### config.mk
export PLATFORM = sky130hd
export DESIGN_NAME = life_top
export DESIGN_NICKNAME = d
export VERILOG_FILES = /design/src/hdl/life_pkg.sv /design/src/hdl/board_if.sv /design/src/hdl/board_printer.sv /design/src/hdl/life_board.sv /design/src/hdl/life_ctrl.sv /design/src/hdl/life_stepper.sv /design/src/hdl/life_top.sv
export SDC_FILE = /design/constraint.sdc
export NUM_CORES = 1
export LEC_CHECK = 0
export BUFFER_PORTS_ARGS = -buffer_cell sky130_fd_sc_hd__clkbuf_2
export CAP_MARGIN = 20
export CORE_MARGIN = 2
export CORE_UTILIZATION = 35
export DETAILED_ROUTE_END_ITERATION = 12
export GPL_TIMING_DRIVEN = 0
export PLACE_DENSITY = 0.54
export SYNTH_ARGS = -nofsm -noshare
export SYNTH_HDL_FRONTEND = slang
export SYNTH_SLANG_ARGS = --single-unit
### constraint.sdc
create_clock -name clk -period 6.3 [get_ports clk]
set_input_delay 1.89 -clock clk [delete_from_list [all_inputs] [get_ports clk]]
set_output_delay 1.89 -clock clk [all_outputs]
set_load 0.02 [all_outputs]
### src/hdl/life_pkg.sv
// ****************************
// Shared constants and types of the Game of Life engine
// Board geometry is fixed at 8 by 8, and cell indices assume
// power of two sides (wrap by truncation)
// Characters and commands are plain ASCII bytes
// ****************************

package life_pkg;

  localparam int LOG_W = 3;
  localparam int LOG_H = 3;
  localparam int WIDTH = 1 << LOG_W;
  localparam int HEIGHT = 1 << LOG_H;
  localparam int CELLS = WIDTH * HEIGHT;

  // Row in the upper bits, column in the lower bits
  typedef logic [LOG_W+LOG_H-1:0] cell_idx_t;
  typedef logic [7:0] byte_t;

  localparam byte_t CHAR_ALIVE = 8'h4F;  // "O"
  localparam byte_t CHAR_DEAD = 8'h20;   // Space
  localparam byte_t CHAR_CR = 8'h0D;
  localparam byte_t CHAR_LF = 8'h0A;

  // Cursor home, ESC [ ; H, element 0 goes out first
  localparam int HOME_SEQ_LEN = 4;
  localparam logic [HOME_SEQ_LEN-1:0][7:0] HOME_SEQ = {8'h48, 8'h3B, 8'h5B, 8'h1B};

  localparam byte_t CMD_RANDOM = 8'h30;  // "0"
  localparam byte_t CMD_STEP = 8'h31;    // "1"
  localparam byte_t CMD_RUN = 8'h20;     // Space toggles run mode

  localparam logic [15:0] RUN_INTERVAL = 16'd64;  // Idle cycles between auto steps
  localparam logic [15:0] LFSR_SEED = 16'hACE1;

  typedef enum logic [2:0] {
    act_init,
    act_idle,
    act_random,
    act_update,
    act_copy,
    act_print
  } action_t;

endpackage

### src/hdl/board_if.sv
// ****************************
// Board access between the engines and the store
// Reads are combinational, the cell comes back in the
// same cycle as its address
// ****************************

interface board_if;

  life_pkg::cell_idx_t step_addr;   // Stepper read port
  logic                step_cell;
  life_pkg::cell_idx_t print_addr;  // Printer read port
  logic                print_cell;

  // Next-state write from the stepper
  logic                next_we;
  life_pkg::cell_idx_t next_addr;
  logic                next_cell;

  modport store (
    input  step_addr, print_addr, next_we, next_addr, next_cell,
    output step_cell, print_cell
  );

  modport stepper (
    output step_addr, next_we, next_addr, next_cell,
    input  step_cell
  );

  modport printer (
    output print_addr,
    input  print_cell
  );

endinterface

### src/hdl/board_printer.sv
// ****************************
// Prints the board as home sequence, 8 rows of cells, CR LF
// Each byte is held with out_valid until it transfers, and the
// next one is loaded one cycle later, so a byte takes 2 cycles
// at least
// ****************************

module board_printer (
  input  logic             clk,
  input  logic             boot_reset,
  input  logic             print_start,
  input  logic             out_ready,
  output logic             print_done,
  output life_pkg::byte_t  out_data,
  output logic             out_valid,
  board_if.printer bus
);

  typedef enum logic [1:0] {
    ph_idle,
    ph_home,
    ph_cell,
    ph_crlf
  } phase_t;

  phase_t                     phase;
  life_pkg::cell_idx_t        cell_idx;
  logic [life_pkg::LOG_W-1:0] col;
  logic [1:0]                 seq_idx;  // Home byte, or 0 for CR and 1 for LF
  logic                       load;

  assign load = (phase != ph_idle) && !out_valid;
  assign bus.print_addr = cell_idx;

  always_ff @(posedge clk) begin
    if (load) begin
      case (phase)
        ph_home: out_data <= life_pkg::HOME_SEQ[seq_idx];
        ph_cell: out_data <= bus.print_cell ? life_pkg::CHAR_ALIVE : life_pkg::CHAR_DEAD;
        default: out_data <= seq_idx[0] ? life_pkg::CHAR_LF : life_pkg::CHAR_CR;
      endcase
    end
  end

  always_ff @(posedge clk) begin
    if (boot_reset) begin
      phase <= ph_idle;
      cell_idx <= '0;
      col <= '0;
      seq_idx <= '0;
      out_valid <= 1'b0;
      print_done <= 1'b0;
    end else begin
      print_done <= 1'b0;
      if (phase == ph_idle) begin
        if (print_start) begin
          phase <= ph_home;
          cell_idx <= '0;
          col <= '0;
          seq_idx <= '0;
        end
      end else if (load) begin
        out_valid <= 1'b1;
      end else if (out_ready) begin  // Byte transfers on this edge
        out_valid <= 1'b0;
        case (phase)
          ph_home: begin
            seq_idx <= seq_idx + 2'd1;
            if (seq_idx == '1) phase <= ph_cell;  // Wraps to 0 for the cells
          end
          ph_cell: begin
            cell_idx <= cell_idx + 1'b1;
            col <= col + 1'b1;
            if (col == '1) begin  // End of row
              phase <= ph_crlf;
              seq_idx <= '0;
            end
          end
          default: begin
            if (seq_idx[0]) begin
              seq_idx <= '0;
              // cell_idx wrapped back to 0 after the last row
              if (cell_idx == '0) begin
                phase <= ph_idle;
                print_done <= 1'b1;
              end else begin
                phase <= ph_cell;
              end
            end else begin
              seq_idx <= 2'd1;
            end
          end
        endcase
      end
    end
  end

endmodule

### src/hdl/life_board.sv
// ****************************
// Current and next board store
// Randomize and copy share one cell counter and take 64
// cycles each, done pulses the cycle after the last write
// Only one of rand_start and copy_start may be raised at a time
// ****************************

module life_board (
  input  logic clk,
  input  logic boot_reset,
  input  logic rand_start,
  input  logic copy_start,
  output logic rand_done,
  output logic copy_done,
  board_if.store bus
);

  logic [life_pkg::CELLS-1:0] cur;   // Current generation
  logic [life_pkg::CELLS-1:0] nxt;   // Next generation from the stepper
  logic [15:0]                lfsr;
  logic [15:0]                lfsr_next;
  logic                       lfsr_fb;
  life_pkg::cell_idx_t        cnt;
  logic                       rand_busy;
  logic                       copy_busy;

  // Fibonacci taps 16, 14, 13, 11
  assign lfsr_fb = lfsr[15] ^ lfsr[13] ^ lfsr[12] ^ lfsr[10];
  assign lfsr_next = {lfsr[14:0], lfsr_fb};

  assign bus.step_cell = cur[bus.step_addr];
  assign bus.print_cell = cur[bus.print_addr];

  always_ff @(posedge clk) begin
    if (rand_busy) begin
      cur[cnt] <= lfsr_next[0];  // New bit 0 of the LFSR
    end else if (copy_busy) begin
      cur[cnt] <= nxt[cnt];
    end
    if (bus.next_we) begin
      nxt[bus.next_addr] <= bus.next_cell;
    end
  end

  always_ff @(posedge clk) begin
    if (boot_reset) begin
      lfsr <= life_pkg::LFSR_SEED;
      cnt <= '0;
      rand_busy <= 1'b0;
      copy_busy <= 1'b0;
      rand_done <= 1'b0;
      copy_done <= 1'b0;
    end else begin
      rand_done <= 1'b0;
      copy_done <= 1'b0;
      if (rand_start) begin
        rand_busy <= 1'b1;
        cnt <= '0;
      end else if (copy_start) begin
        copy_busy <= 1'b1;
        cnt <= '0;
      end else if (rand_busy || copy_busy) begin
        if (rand_busy) lfsr <= lfsr_next;  // One step per written cell
        cnt <= cnt + 1'b1;
        // Last cell, all ones for a power of two board
        if (cnt == '1) begin
          rand_done <= rand_busy;
          copy_done <= copy_busy;
          rand_busy <= 1'b0;
          copy_busy <= 1'b0;
        end
      end
    end
  end

endmodule

### src/hdl/life_ctrl.sv
// ****************************
// Command decoder and action sequencer
// cmd_ready is only high in init or idle, and drops the cycle
// before the run timer fires
// ****************************

module life_ctrl (
  input  logic            clk,
  input  logic            boot_reset,
  input  life_pkg::byte_t cmd_data,
  input  logic            cmd_valid,
  input  logic            rand_done,
  input  logic            update_done,
  input  logic            copy_done,
  input  logic            print_done,
  output logic            cmd_ready,
  output logic            rand_start,
  output logic            update_start,
  output logic            copy_start,
  output logic            print_start
);

  life_pkg::action_t action;
  logic              running;
  logic [15:0]       timer;
  logic              cmd_xfer;

  assign cmd_xfer = cmd_valid && cmd_ready;

  always_ff @(posedge clk) begin
    if (boot_reset) begin
      action <= life_pkg::act_init;
      running <= 1'b0;
      timer <= '0;
      cmd_ready <= 1'b0;
      rand_start <= 1'b0;
      update_start <= 1'b0;
      copy_start <= 1'b0;
      print_start <= 1'b0;
    end else begin
      cmd_ready <= 1'b0;
      rand_start <= 1'b0;
      update_start <= 1'b0;
      copy_start <= 1'b0;
      print_start <= 1'b0;
      case (action)
        life_pkg::act_init: begin
          if (cmd_xfer) begin  // Any first byte randomizes
            action <= life_pkg::act_random;
            rand_start <= 1'b1;
          end else begin
            cmd_ready <= 1'b1;
          end
        end
        life_pkg::act_idle: begin
          if (cmd_xfer) begin
            case (cmd_data)
              life_pkg::CMD_RANDOM: begin
                action <= life_pkg::act_random;
                rand_start <= 1'b1;
              end
              life_pkg::CMD_STEP: begin
                if (!running) begin
                  action <= life_pkg::act_update;
                  update_start <= 1'b1;
                end else begin
                  running <= 1'b0;  // Step while running stops the run
                  timer <= '0;
                end
              end
              life_pkg::CMD_RUN: begin
                running <= !running;
                timer <= '0;
              end
              default: ;  // Other bytes are dropped
            endcase
          end else if (running && timer == life_pkg::RUN_INTERVAL) begin
            timer <= '0;
            action <= life_pkg::act_update;
            update_start <= 1'b1;
          end else begin
            if (running) timer <= timer + 16'd1;
            cmd_ready <= !(running && timer == life_pkg::RUN_INTERVAL - 16'd1);
          end
        end
        life_pkg::act_random: begin
          if (rand_done) begin
            action <= life_pkg::act_print;
            print_start <= 1'b1;
          end
        end
        life_pkg::act_update: begin
          if (update_done) begin
            action <= life_pkg::act_copy;
            copy_start <= 1'b1;
          end
        end
        life_pkg::act_copy: begin
          if (copy_done) begin
            action <= life_pkg::act_print;
            print_start <= 1'b1;
          end
        end
        life_pkg::act_print: begin
          if (print_done) action <= life_pkg::act_idle;
        end
        default: action <= life_pkg::act_idle;
      endcase
    end
  end

endmodule

### src/hdl/life_stepper.sv
// ****************************
// Next generation, one cell every 9 cycles
// Eight neighbour reads, then a write that reads the cell itself
// Neighbours wrap on both axes, 8 by 8 only
// ****************************

module life_stepper (
  input  logic clk,
  input  logic boot_reset,
  input  logic update_start,
  output logic update_done,
  board_if.stepper bus
);

  life_pkg::cell_idx_t          cell_idx;
  logic [3:0]                   neigh;  // 0 to 7 neighbours, 8 writes
  logic [3:0]                   count;
  logic                         busy;
  logic [life_pkg::LOG_H-1:0]   row;
  logic [life_pkg::LOG_W-1:0]   col;
  logic [life_pkg::LOG_H-1:0]   dy;
  logic [life_pkg::LOG_W-1:0]   dx;
  logic                         write_phase;

  assign row = cell_idx[life_pkg::LOG_W+life_pkg::LOG_H-1:life_pkg::LOG_W];
  assign col = cell_idx[life_pkg::LOG_W-1:0];
  assign write_phase = busy && (neigh == 4'd8);

  // Offsets, 3'd7 stands for -1 modulo 8
  always_comb begin
    case (neigh)
      4'd0: begin dy = 3'd7; dx = 3'd7; end
      4'd1: begin dy = 3'd7; dx = 3'd0; end
      4'd2: begin dy = 3'd7; dx = 3'd1; end
      4'd3: begin dy = 3'd0; dx = 3'd7; end
      4'd4: begin dy = 3'd0; dx = 3'd1; end
      4'd5: begin dy = 3'd1; dx = 3'd7; end
      4'd6: begin dy = 3'd1; dx = 3'd0; end
      4'd7: begin dy = 3'd1; dx = 3'd1; end
      default: begin dy = 3'd0; dx = 3'd0; end  // The cell itself
    endcase
  end

  assign bus.step_addr = {row + dy, col + dx};
  assign bus.next_we = write_phase;
  assign bus.next_addr = cell_idx;
  // Birth on 3, survival on 2 or 3
  assign bus.next_cell = (count == 4'd3) || (count == 4'd2 && bus.step_cell);

  always_ff @(posedge clk) begin
    if (boot_reset) begin
      busy <= 1'b0;
      cell_idx <= '0;
      neigh <= '0;
      count <= '0;
      update_done <= 1'b0;
    end else begin
      update_done <= 1'b0;
      if (update_start) begin
        busy <= 1'b1;
        cell_idx <= '0;
        neigh <= '0;
        count <= '0;
      end else if (write_phase) begin
        neigh <= '0;
        count <= '0;
        cell_idx <= cell_idx + 1'b1;
        if (cell_idx == '1) begin
          busy <= 1'b0;
          update_done <= 1'b1;
        end
      end else if (busy) begin
        count <= count + 4'(bus.step_cell);
        neigh <= neigh + 4'd1;
      end
    end
  end

endmodule

### src/hdl/life_top.sv
// ****************************
// Game of Life engine, 8 by 8 torus
// Commands come in and text frames go out as byte streams
// with valid/ready, a byte moves when both are high
// ****************************

module life_top (
  input  logic            clk,
  input  logic            boot_reset,
  input  life_pkg::byte_t cmd_data,
  input  logic            cmd_valid,
  output logic            cmd_ready,
  output life_pkg::byte_t out_data,
  output logic            out_valid,
  input  logic            out_ready
);

  logic rand_start;
  logic rand_done;
  logic update_start;
  logic update_done;
  logic copy_start;
  logic copy_done;
  logic print_start;
  logic print_done;

  board_if u_bus ();

  life_ctrl u_ctrl (
    .clk          (clk),
    .boot_reset   (boot_reset),
    .cmd_data     (cmd_data),
    .cmd_valid    (cmd_valid),
    .rand_done    (rand_done),
    .update_done  (update_done),
    .copy_done    (copy_done),
    .print_done   (print_done),
    .cmd_ready    (cmd_ready),
    .rand_start   (rand_start),
    .update_start (update_start),
    .copy_start   (copy_start),
    .print_start  (print_start)
  );

  life_board u_board (
    .clk        (clk),
    .boot_reset (boot_reset),
    .rand_start (rand_start),
    .copy_start (copy_start),
    .rand_done  (rand_done),
    .copy_done  (copy_done),
    .bus        (u_bus.store)
  );

  life_stepper u_stepper (
    .clk          (clk),
    .boot_reset   (boot_reset),
    .update_start (update_start),
    .update_done  (update_done),
    .bus          (u_bus.stepper)
  );

  board_printer u_printer (
    .clk         (clk),
    .boot_reset  (boot_reset),
    .print_start (print_start),
    .out_ready   (out_ready),
    .print_done  (print_done),
    .out_data    (out_data),
    .out_valid   (out_valid),
    .bus         (u_bus.printer)
  );

endmodule

# [After elaboration in Yosys (flattened, before gate mapping)]
# Memories as Yosys holds them, arrays and structs flattened. A register that Yosys moved wholly into a read port is not among the register bits.
# Index checks and enable logic that the tools add are counted.
# Widths: inputs -> output; s select.
[op_classes] n_bitwise=13 n_addsub=10 n_eq_ne=34 mux=93 n_lt_le_gt_ge=7 n_reduce_logical=49
[op_table] operator="$bwmux 64" n=3
[op_table] operator="$mux 64" n=2
[op_table] operator="$mux 16" n=4
[op_table] operator="$mux 3" n=16
[op_table] operator="$mux 6" n=6
[op_table] operator="$pmux 16 s2" n=1
[op_table] operator="$mux 1" n=31
[op_table] operator="$lt 6x7->1 const B" n=4
[op_table] operator="$mux 2" n=13
[op_table] operator="$eq 8x6->1 const B" n=3
[op_table] operator="$reduce_bool 2->1" n=12
[op_table] operator="$add 6x1->6 const B" n=3
[op_table] operator="$bmux 1 s6" n=3
[op_table] operator="$pmux 3 s6" n=1
[op_table] operator="$add 16x1->16 const B" n=1
[op_table] operator="$bmux 8 s2" n=1
[op_table] operator="$eq 16x6->1 const B" n=1
[op_table] operator="$eq 16x7->1 const B" n=1
[op_table] operator="$pmux 8 s2" n=1
[op_table] operator="$reduce_and 4->1" n=4
[op_table] operator="$demux 1 s6" n=2
[op_table] operator="$eq 6x6->1 const B" n=2
[op_table] operator="$ge 6x1->1 const B" n=2
[op_table] operator="$ne 2x1->1 const B" n=6
[op_table] operator="41 further kinds" n=83
[totals] romBits=48 out_inout_bits=10 wordCells=235 reg_bits=218 n_memories=1
[mem_list] memory="(name not given)" words=8 word_bits=6 rd=1 rd_ports_with_merged_regs=1 write_ports=0 line_no="life_stepper.sv:31" text="case (neigh)"

# [Logic depth before layout (Yosys ltp)]
# Gate-level depths: netlist of the first run.
[depth] word_depth=7 depth_mapped=16

# [Hierarchy]
# Synthesis of the first run repeated with hierarchy kept, for this count alone.
[hier_totals] hier_cells=1161 area_unflattened_um2=11860.1
[by_module_without_submodules] module="life_board" area_each_um2=8184.1 seq_area_each_um2=4364.2 instances=1 cells_each=747
[by_module_without_submodules] module="life_ctrl" area_each_um2=1427.6 seq_area_each_um2=500.5 instances=1 cells_each=172
[by_module_without_submodules] module="board_printer" area_each_um2=1136.1 seq_area_each_um2=510.5 instances=1 cells_each=120
[by_module_without_submodules] module="life_stepper" area_each_um2=1112.3 seq_area_each_um2=400.4 instances=1 cells_each=122

# [Worst setup path after synthesis of the first run]
# Ideal clock, no wire load.
[synth_path] kind="flip-flop to flip-flop" from="register u_stepper.cell_idx[0], in the netlist u_stepper.bus.next_addr[0]" to="register u_board.nxt[0] (netlist bit) (data pin)" arrival_ps=4821 stages_incl_launch_ff=11 period_less_slack_ps=5502 setup_ps=681 setup_slack_ps=798 n_path_buf=2 cell_sequence="dfxtp_1 > ha_1 > inv_1 > fa_1 > clkbuf_1 > clkbuf_1 > mux4_2 > mux2_2 > mux4_2 > nor3_1 > nor3_1"
[synth_via] elab_chain_len=6 word_cells_on_any_way=11 cone_classes="1 x add/sub; 2 x order compare; 5 x mux; 3 x reduce/logical"
[synth_rtl] element="start: declaration" line_no="life_stepper.sv:15" text="life_pkg::cell_idx_t cell_idx;"
[synth_rtl] element="start signal: assignment" line_no="life_stepper.sv:67" text="cell_idx <= cell_idx + 1'b1;"
[synth_rtl] element="$add 3x3->3" line_no="life_stepper.sv:44" text="assign bus.step_addr = {row + dy, col + dx};"
[synth_rtl] element="$bmux 1 s6" line_no="life_board.sv:31" text="assign bus.step_cell = cur[bus.step_addr];"
[synth_rtl] element="$mux 1 (not written as such)" line_no="life_board.sv:31"
[synth_rtl] element="$logic_and 1x1->1" line_no="life_stepper.sv:48" text="assign bus.next_cell = (count == 4'd3) || (count == 4'd2 && bus.step_cell);"
[synth_rtl] element="$logic_or 1x1->1" line_no="life_stepper.sv:48"
[synth_rtl] element="named net u_board.bus.next_cell" line_no="board_if.sv:20" text="input step_addr, print_addr, next_we, next_addr, next_cell,"
[synth_rtl] element="$bwmux 64" line_no="life_board.sv:41" text="nxt[bus.next_addr] <= bus.next_cell;"
[synth_rtl] element="end signal: indexed assignment" line_no="life_board.sv:41"
[synth_rtl] element="end: declaration" line_no="life_board.sv:19" text="logic [life_pkg::CELLS-1:0] nxt;"
# The timed path passes the listed nets, and every way through them passes these cells. The select of a mux whose other input is x is not followed.
# A chain may end at the register's enable or synchronous reset.

# [Final worst setup path of the first run]
[layout_path] from="register u_stepper.neigh[3]" to="register u_stepper.count[2]"
[layout_via] elab_chain_len=5 word_cells_on_any_way=9 cone_classes="3 x add/sub; 1 x eq/ne; 3 x mux; 2 x reduce/logical"
[layout_rtl] element="start: declaration" line_no="life_stepper.sv:16" text="logic [3:0] neigh;"
[layout_rtl] element="start signal: assignment" line_no="life_stepper.sv:74" text="neigh <= neigh + 4'd1;"
[layout_rtl] element="$mux 6" line_no="life_stepper.sv:31"
[layout_rtl] element="$add 3x3->3" line_no="life_stepper.sv:44"
[layout_rtl] element="$bmux 1 s6" line_no="life_board.sv:31"
[layout_rtl] element="$mux 1 (not written as such)" line_no="life_board.sv:31"
[layout_rtl] element="$add 4x1->4" line_no="life_stepper.sv:73" text="count <= count + 4'(bus.step_cell);"
[layout_rtl] element="end signal: assignment" line_no="life_stepper.sv:73"
[layout_rtl] element="end: declaration" line_no="life_stepper.sv:17" text="logic [3:0] count;"
# Parallel ways exist; a longest one is shown, timed or not. The select of a mux whose other input is x is not followed.

==> results.ini, run 1 <==
[synth]
ys_seq_elements=221
avgSynthCellArea_um2=10.6
yosys_warnings=0
synth_edf_count=135
ys_types=68
yosys_most_used_dff=edfxtp_1
synthArstFlopShare_pct=0
synth_nets=1093
syn-cell-area_um2=11200
synthCells=1054
ys_seq_area_share_pct=51.7

[cts]
clk_path_buf_depth=3
root_buffer=clkbuf_16
ctsHoldBuffers=0
numCtsBuffers=26
cts_resized=0
postCtsSetupBuffers=0
clk_pin_slew_ps=60
cts_max_level=1
clock_sinks=221
clk_latency_ps=530
cts_tree=done

[critical_path]
r2r_cells=16
required_ps=6700
critical_path_arrival_ps=4780
end_kind=flop
crit_type=flop to flop
crit_fanout=10
startpoint_type=flop
reg2reg_from=u_stepper.neigh[3]
r2r_slack_ps=1930
r2r-end=u_stepper.count[2]

[sta]
fmax_ghz=0.229
fin_crit_ps=4370
fin_skew_ps=13.1
fin_crit_sh_pct=69.4
tightest_slew_ps=960
fin_ws_ps=1930
rsz0062_at_grt=false
final_max_slew_viol_count=0
setup_violations=0
finalHoldViolCount=0
max_slew_margin_pct=35.5

[route]
ant_nets=0
wire_per_inst_um=18.6
drc=0
num_vias=8183
vias_per_cell=5.35
routed_wl_um=28500
first_pass_iters=6
drtIter0Drc=633

[grt]
grtUsageTotal_pct=17.3
grt_max_degree=21
grt_pass1_vias=8001
antenna_found_initial=0
overflow=0
grt_pass1_wl_um=45000

[worst_hold_path]
hold_path_end=u_board.lfsr[9]
min-delay-path-class=flop to flop
holdPathStages=2
min-delay-start=u_board.lfsr[8]

[finish]
antenna_cells=0
final_layout_size_suffix_gt1_share_pct=12.4
area_delta_synth_final_pct=13.2
final_nets=1147
fillers=3059
fin_util_pct=40.2

[run_status]
status=finished, final reports clean

[flow_run]
maxCapViolCount=0

[die]
start_util_pct=35.5
fp.dieW_um=183
die_area_um2=33400
coreArea_um2=31500
die_h_um=183
rows=65
io_pins=22

[pwr]
vdd_drop_max_v=0.000216
p_leak_nw=4.21
p_per_area_nw_per_um2=252

[placement]
dp_hpwl_um=19200
portBuffers=20
pre_cts_ws_ps=1630
routabilityCongestion=0.843

flip-flops by register name (all words and copies together) (netlist names), 2 cells and up, named ones only:
name and count:
u_board.nxt 64, u_board.cur 64, u_ctrl.action 3, u_printer.bus.print_addr 6, u_board.lfsr 16, u_printer.seq_idx 2, u_printer.out_data 7, u_ctrl.timer 16
u_printer.phase 2, u_stepper.count 4, u_stepper.bus.next_addr 6, u_stepper.neigh 4, u_printer.col 3, u_board.cnt 6
metal layers:
metal | wire length, µm | GRT usage, %
met2 | 13300 | 28.5
met4 | 734 | 4.87
met5 | 0 | 0
met3 | 1520 | 3.07
met1 | 12900 | 23.3
critical path: stages, from the launching register on:
cell	delay (ps)
dfxtp_1	360
nor2b_1	160
ha_1	160
inv_1	50
fa_1	470
clkbuf_1	400
clkbuf_1	620
mux4_2	420
mux2_2	290
mux4_2	520
nor2_1	110
a21oi_1	50
ha_1	210
ha_1	180
nand2_1	70
xor2_1	150
nor2_1	50
area by class of cell:
cell class,count,area [µm²],share of cell area [%]
tap,402,503,3.98
multi-input combinational,738,4990,39.4
buffer,67,309,2.44
timing repair buffer,26,160,1.27
clock buffer,34,722,5.71
clock inverter,13,85.1,0.673
sequential,221,5780,45.7
inverter,28,105,0.831
cells in the mapped netlist (25+ instances only):
library cell	n	share of area (%)
mux2i_1	26	2.3
clkbuf_1	47	1.6
edfxtp_1	135	36
nand2_1	82	2.8
inv_1	27	0.91
dfxtp_1	86	15
ha_1	25	2.8
a21oi_1	32	1.4
nor3_1	65	2.9
mux4_2	37	7.5
nand3_1	32	1.4
nor2_1	212	7.1
cell usage in the layout, fill, tap and decap left out, types with 9 or more instances in the layout:
| master | n |
|---|---|
| nand3b_1 | 16 |
| nor3_1 | 64 |
| clkbuf_1 | 52 |
| a21oi_1 | 32 |
| dfxtp_1 | 86 |
| nor4_1 | 13 |
| edfxtp_1 | 135 |
| inv_1 | 27 |
| nand4_1 | 12 |
| nor2_1 | 212 |
| xor2_1 | 20 |
| buf_6 | 10 |
| xnor2_1 | 16 |
| nand3_1 | 32 |
| clkbuf_2 | 20 |
| mux2i_1 | 26 |
| ha_1 | 25 |
| nor2b_1 | 10 |
| mux2_2 | 10 |
| nand2_1 | 82 |
| clkbuf_16 | 27 |
| a22oi_1 | 11 |
| mux4_2 | 37 |
| o21ai_0 | 9 |
report_power, final:
group	internal [mW]	switching [mW]
clock network	0.840	0.588
logic	0.0702	0.142
registers	1.54	0.0135
total	2.45	0.744
cell families after synthesis:
kind of cell,count (synthesis),synth area share (%)
compound gates,95,5.91
xor+xnor,36,2.82
fa+ha+maj,27,3.16
buf+inv,95,3.71
flops,221,51.7
mux,76,11.5
other cells,1,0.0336
simple gates,503,21.2
stage by stage:
step                setup TNS [ps]  hold WS, ps  cells  instance area [µm²]  power (mW)
detailed placement               0          444   1481                11800        1.79
global placement           -127720          436   1476                11800        1.79
CTS                              0          453   1528                12600        3.23
finish                           0          451   1529                12600        3.19
floorplan                        0          429   1054                11200        1.73
global route                     0          479   1529                12600        3.31
worst max-delay path by stage:
stage / to / startpoint / cells after the start / slack [ps]
after floorplan: u_board.nxt[0] / u_stepper.bus.next_addr[0] / 10 / 800
after global placement: u_board.nxt[34] / u_stepper.neigh[3] / 11 / -2000
after detailed placement: u_ctrl.timer[4] / cmd_data[2] / 8 / 1630
after CTS: u_stepper.count[2] / u_stepper.neigh[3] / 16 / 1910
after global routing: u_stepper.count[2] / u_stepper.neigh[3] / 16 / 1710
final: u_stepper.count[2] / u_stepper.neigh[3] / 16 / 1930
Power figures use the tool's default switching activity.
==> run 2, diff against run 1 <==
==> constraint.sdc (replaced) <==
create_clock -name clk -period 4.29 [get_ports clk]
set_input_delay 1.287 -clock clk [delete_from_list [all_inputs] [get_ports clk]]
set_output_delay 1.287 -clock clk [all_outputs]
set_load 0.02 [all_outputs]
==> results.ini, run 2 (synthesis gave the netlist of run 1 again) <==
[grt]
grt_pass1_vias=7987  ; was 8001
grt_max_degree=29  ; was 21
overflow=0  ; unchanged
grt_pass1_wl_um=45200  ; was 45000 µm
antenna_found_initial=1  ; was 0
grtUsageTotal_pct=17.4  ; was 17.3%

[cts]
cts_max_level=1  ; unchanged
clk_path_buf_depth=3  ; unchanged
clk_pin_slew_ps=60  ; about the same
root_buffer=clkbuf_16  ; unchanged
postCtsSetupBuffers=0  ; unchanged
clk_latency_ps=530  ; about the same
clock_sinks=221  ; unchanged
ctsHoldBuffers=0  ; unchanged
numCtsBuffers=26  ; unchanged
cts_tree=done  ; unchanged

[placement]
portBuffers=20  ; unchanged
dp_hpwl_um=19400  ; was 19200 µm
routabilityCongestion=0.831  ; was 0.843
dp.cells=1479  ; was 1481

[route]
drc=0  ; unchanged
drtIter0Drc=608  ; was 633
routed_wl_um=28700  ; was 28500 µm
vias_per_cell=5.35  ; about the same
first_pass_iters=5  ; was 6
num_vias=8155  ; was 8183
ant_nets=0  ; unchanged
wire_per_inst_um=18.8  ; was 18.6 µm

[finish]
finalNonFillerCells=1525  ; was 1529
top_regs=u_board.cur: 64 flops, u_board.nxt: 64 flops  ; unchanged
layout_commonest_cell=nor2_1  ; unchanged
antenna_cells=0  ; unchanged
final_nets=1142  ; was 1147
final_layout_size_suffix_gt1_share_pct=12.6  ; was 12.4%
final_cell_mix=nor2_1 (212), edfxtp_1 (135), dfxtp_1 (86)  ; unchanged
area_delta_synth_final_pct=13.2  ; about the same

[sta]
final_max_slew_viol_count=0  ; unchanged
fmax_ghz=0.246  ; was 0.229 GHz
hold_slack_ps=442  ; was 451 ps
finalHoldViolCount=0  ; unchanged
finalSetupTns_ps=0  ; unchanged
rsz0062_at_grt=false  ; unchanged
max_slew_margin_pct=39.8  ; was 35.5%
fin_crit_sh_pct=94.8  ; was 69.4%
fin_crit_ps=4070  ; was 4370 ps
fin_skew_ps=10.6  ; was 13.1 ps
tightest_slew_ps=900  ; was 960 ps
setup_violations=0  ; unchanged

[die]
coreArea_um2=31500  ; unchanged
rows=65  ; unchanged
start_util_pct=35.5  ; unchanged
io_pins=22  ; unchanged
die_area_um2=33400  ; unchanged
fp.dieW_um=183  ; unchanged
die_h_um=183  ; unchanged

[critical_path]
critical_path_arrival_ps=4330  ; was 4780 ps
r2r_cells=11  ; was 16
crit_type=flop to flop  ; unchanged
required_ps=4550  ; was 6700 ps
reg2reg_from=u_stepper.bus.next_addr[0]  ; was u_stepper.neigh[3]
end_kind=flop  ; unchanged
crit_start=u_stepper.bus.next_addr[0]  ; was u_stepper.neigh[3]
startpoint_type=flop  ; unchanged
crit_fanout=28  ; was 10

[pwr]
vdd_drop_max_v=0.000309  ; was 0.000216 V
p_leak_nw=4.20  ; was 4.21 nW
p_per_area_nw_per_um2=370  ; was 252 nW/µm²

[run_status]
status=finished, final reports clean  ; unchanged

[worst_hold_path]
min-delay-path-class=flop to flop  ; unchanged
min-delay-start=u_board.lfsr[8]  ; unchanged
holdPathStages=2  ; unchanged

[flow_run]
maxCapViolCount=0  ; unchanged

## run 2: cell types whose count changed in the layout (fill, tap and decap cells not counted), moves of 2 or more
cell / delta
clkinvlp_4: +2
clkinv_2: +3
buf_6: -4
clkbuf_1: -3
clkbuf_8: -2
clkinv_1: -2
## run 2: report_power, final
| group | internal [mW] | switching (mW) | leakage (nW) |
|---|---|---|---|
| Clock | 1.21 | 0.877 | 0.391 |
| Combinational | 0.103 | 0.208 | 1.75 |
| Sequential | 2.26 | 0.0205 | 2.06 |
| Total | 3.57 | 1.11 | 4.20 |
## run 2: path summary, 6_finish.rpt
check / end / slack [ps]
max: u_board.nxt[49] / 220
min: u_board.lfsr[9] / 440
max reg2reg: u_board.nxt[49] / 220
min reg2reg: u_board.lfsr[9] / 440
## run 2: stage by stage
| stage | total power, mW | worst slack [ps] | cell area, µm² | utilization [%] |
|---|---|---|---|---|
| final | 4.67 | 225 | 12600 | 40.2 |
| after global routing | 4.85 | 0.635 | 12600 | 40.2 |
| after CTS | 4.72 | 0.500 | 12600 | 40.2 |
| after detailed placement | 2.63 | -219 | 11800 | 37.6 |
| after global placement | 2.63 | -1870 | 11800 | 37.4 |
| after floorplan | 2.54 | 21.3 | 11200 | - |
## run 2: area by class of cell
class / instances / area (µm²)
fillers: 3095 / 18800
clock buffers: 32 / 694
inverters: 28 / 105
flip-flops and latches: 221 / 5780
repair buffers: 23 / 150
clock inverters: 16 / 108
well taps: 402 / 503
plain buffers: 65 / 305
multi-input cells: 738 / 5000
## run 2: repair_timing
| action | CTS | global route |
|---|---|---|
| setup endpoints to repair | 44 | 44 |
| cloned | 0 | 0 |
| resized for setup | 1 | 3 |
## run 2: critical path, stage by stage, from the launching register on
cell	delay [ps]
dfxtp_1	480
ha_1	200
inv_1	50
fa_1	730
clkbuf_4	350
mux4_2	330
mux2_2	270
mux4_2	520
nor3_1	300
nor3_4	190
buf_8	200
buf_16	160
## run 2: layer usage
metal  vias up  wire (µm)  part of all wire, %  track usage, %
met1      3992      12900                   45            23.2
met2       211      13400                   47            28.9
met3        52       1640                  5.7            3.09
met4         2        737                  2.6            5.23
met5         -         13                0.045               0
li1       3898          -                    -               -
==> run 3, diff against run 2 <==
==> constraint.sdc (replaced) <==
create_clock -name clk -period 4.3 [get_ports clk]
set_input_delay 1.29 -clock clk [delete_from_list [all_inputs] [get_ports clk]]
set_output_delay 1.29 -clock clk [all_outputs]
set_load 0.02 [all_outputs]
==> results.ini, run 3 (synthesis gave the netlist of run 1 again) <==
[critical_path]
startpoint_type=flop  ; unchanged
crit_fanout=28  ; unchanged
required_ps=4570  ; was 4550 ps
critical_path_arrival_ps=4390  ; was 4330 ps
end_kind=flop  ; unchanged
crit_type=flop to flop  ; unchanged

[route]
first_pass_iters=5  ; unchanged
wire_per_inst_um=18.8  ; about the same
routed_wl_um=28700  ; about the same
drc=0  ; unchanged
drtIter0Drc=621  ; was 608
num_vias=8177  ; was 8155
vias_per_cell=5.36  ; was 5.35
ant_nets=0  ; unchanged

[cts]
clk_latency_ps=530  ; about the same
cts_tree=done  ; unchanged
clk_pin_slew_ps=60  ; about the same
clk_path_buf_depth=3  ; unchanged
ctsHoldBuffers=0  ; unchanged
root_buffer=clkbuf_16  ; unchanged
cts_max_level=1  ; unchanged
numCtsBuffers=26  ; unchanged
postCtsSetupBuffers=0  ; unchanged
clock_sinks=221  ; unchanged

[finish]
final_area_um2=12600  ; about the same
final_cell_mix=nor2_1 (212), edfxtp_1 (135), dfxtp_1 (86)  ; unchanged
area_delta_synth_final_pct=13.1  ; was 13.2%
finalNonFillerCells=1525  ; unchanged
antenna_cells=0  ; unchanged
final_layout_size_suffix_gt1_share_pct=12.6  ; unchanged
layout_commonest_cell=nor2_1  ; unchanged
final_nets=1142  ; unchanged
top_regs=u_board.cur: 64 flops, u_board.nxt: 64 flops  ; unchanged

[pwr]
p_per_area_nw_per_um2=369  ; was 370 nW/µm²
p_leak_nw=4.20  ; about the same
vdd_drop_max_v=0.000308  ; was 0.000309 V

[sta]
fin_skew_ps=10.5  ; was 10.6 ps
finalHoldViolCount=0  ; unchanged
fmax_ghz=0.243  ; was 0.246 GHz
final_max_slew_viol_count=0  ; unchanged
rsz0062_at_grt=false  ; unchanged
max_slew_margin_pct=40.4  ; was 39.8%
tightest_slew_ps=891  ; was 900 ps
fin_crit_ps=4120  ; was 4070 ps
finalSetupTns_ps=0  ; unchanged
fin_crit_sh_pct=95.8  ; was 94.8%
setup_violations=0  ; unchanged

[grt]
grt_pass1_vias=7987  ; unchanged
antenna_found_initial=1  ; unchanged
grt_max_degree=29  ; unchanged
grt_pass1_wl_um=45200  ; unchanged
grtUsageTotal_pct=17.4  ; unchanged
overflow=0  ; unchanged

[worst_hold_path]
min-delay-path-class=flop to flop  ; unchanged

[die]
die_area_um2=33400  ; unchanged
rows=65  ; unchanged
coreArea_um2=31500  ; unchanged
start_util_pct=35.5  ; unchanged
die_h_um=183  ; unchanged
io_pins=22  ; unchanged
fp.dieW_um=183  ; unchanged

[placement]
dp.cells=1479  ; unchanged
placed_area_um2=11800  ; unchanged
routabilityCongestion=0.831  ; unchanged
dp_hpwl_um=19400  ; unchanged
portBuffers=20  ; unchanged

[flow_run]
maxCapViolCount=0  ; unchanged

[run_status]
status=finished, final reports clean  ; unchanged

-- run 3: worst paths after layout --
check	startpoint	slack (ps)	to	cells past startpoint
hold reg to reg	u_board.lfsr[8]	440	u_board.lfsr[9]	2
setup / recovery	u_stepper.bus.next_addr[0]	180	u_board.nxt[49]	11
setup reg to reg	u_stepper.bus.next_addr[0]	180	u_board.nxt[49]	11
hold / removal	u_board.lfsr[8]	440	u_board.lfsr[9]	2
-- run 3: worst max-delay path, stage by stage (launching register included) --
cell     delay (ps)
dfxtp_1         480
ha_1            200
inv_1            50
fa_1            730
buf_2           380
mux4_2          360
mux2_2          270
mux4_2          520
nor3_1          300
nor3_4          190
buf_8           200
buf_16          160
-- run 3: area by class of cell --
| class | count | area [µm²] |
|---|---|---|
| Inverter | 28 | 105 |
| Tap cell | 402 | 503 |
| Multi-Input combinational cell | 738 | 5000 |
| Fill cell | 3094 | 18800 |
| Timing Repair Buffer | 23 | 150 |
| Buffer | 65 | 303 |
| Clock buffer | 32 | 694 |
| Sequential cell | 221 | 5780 |
| Clock inverter | 16 | 108 |
-- run 3: through the flow --
| step | power (mW) | utilization, % | setup slack (ps) | hold slack, ps |
|---|---|---|---|---|
| after floorplan | 2.53 | - | 31.3 | 429 |
| after global placement | 2.62 | 37.4 | -1860 | 435 |
| after detailed placement | 2.63 | 37.6 | -209 | 449 |
| after CTS | 4.71 | 40.2 | 10.5 | 444 |
| after global routing | 4.84 | 40.2 | 2.56 | 472 |
| final | 4.67 | 40.2 | 181 | 442 |
-- run 3: timing repair --
action | in CTS | in global routing
resized for setup | 1 | 2
pin swaps | 0 | 0
gates cloned | 0 | 0
setup endpoints to repair | 44 | 44
-- run 3: report_power, final --
part           switching, mW  internal, mW
registers             0.0204          2.25
clock network          0.877          1.20
logic                  0.208         0.103
-- run 3: per-layer routing --
metal,track usage (%),wire length (µm),vias to the layer above
met5,0,13,-
met4,5.23,749,2
met3,3.09,1570,54
met2,28.9,13400,216
met1,23.2,12900,4006
li1,-,-,3899
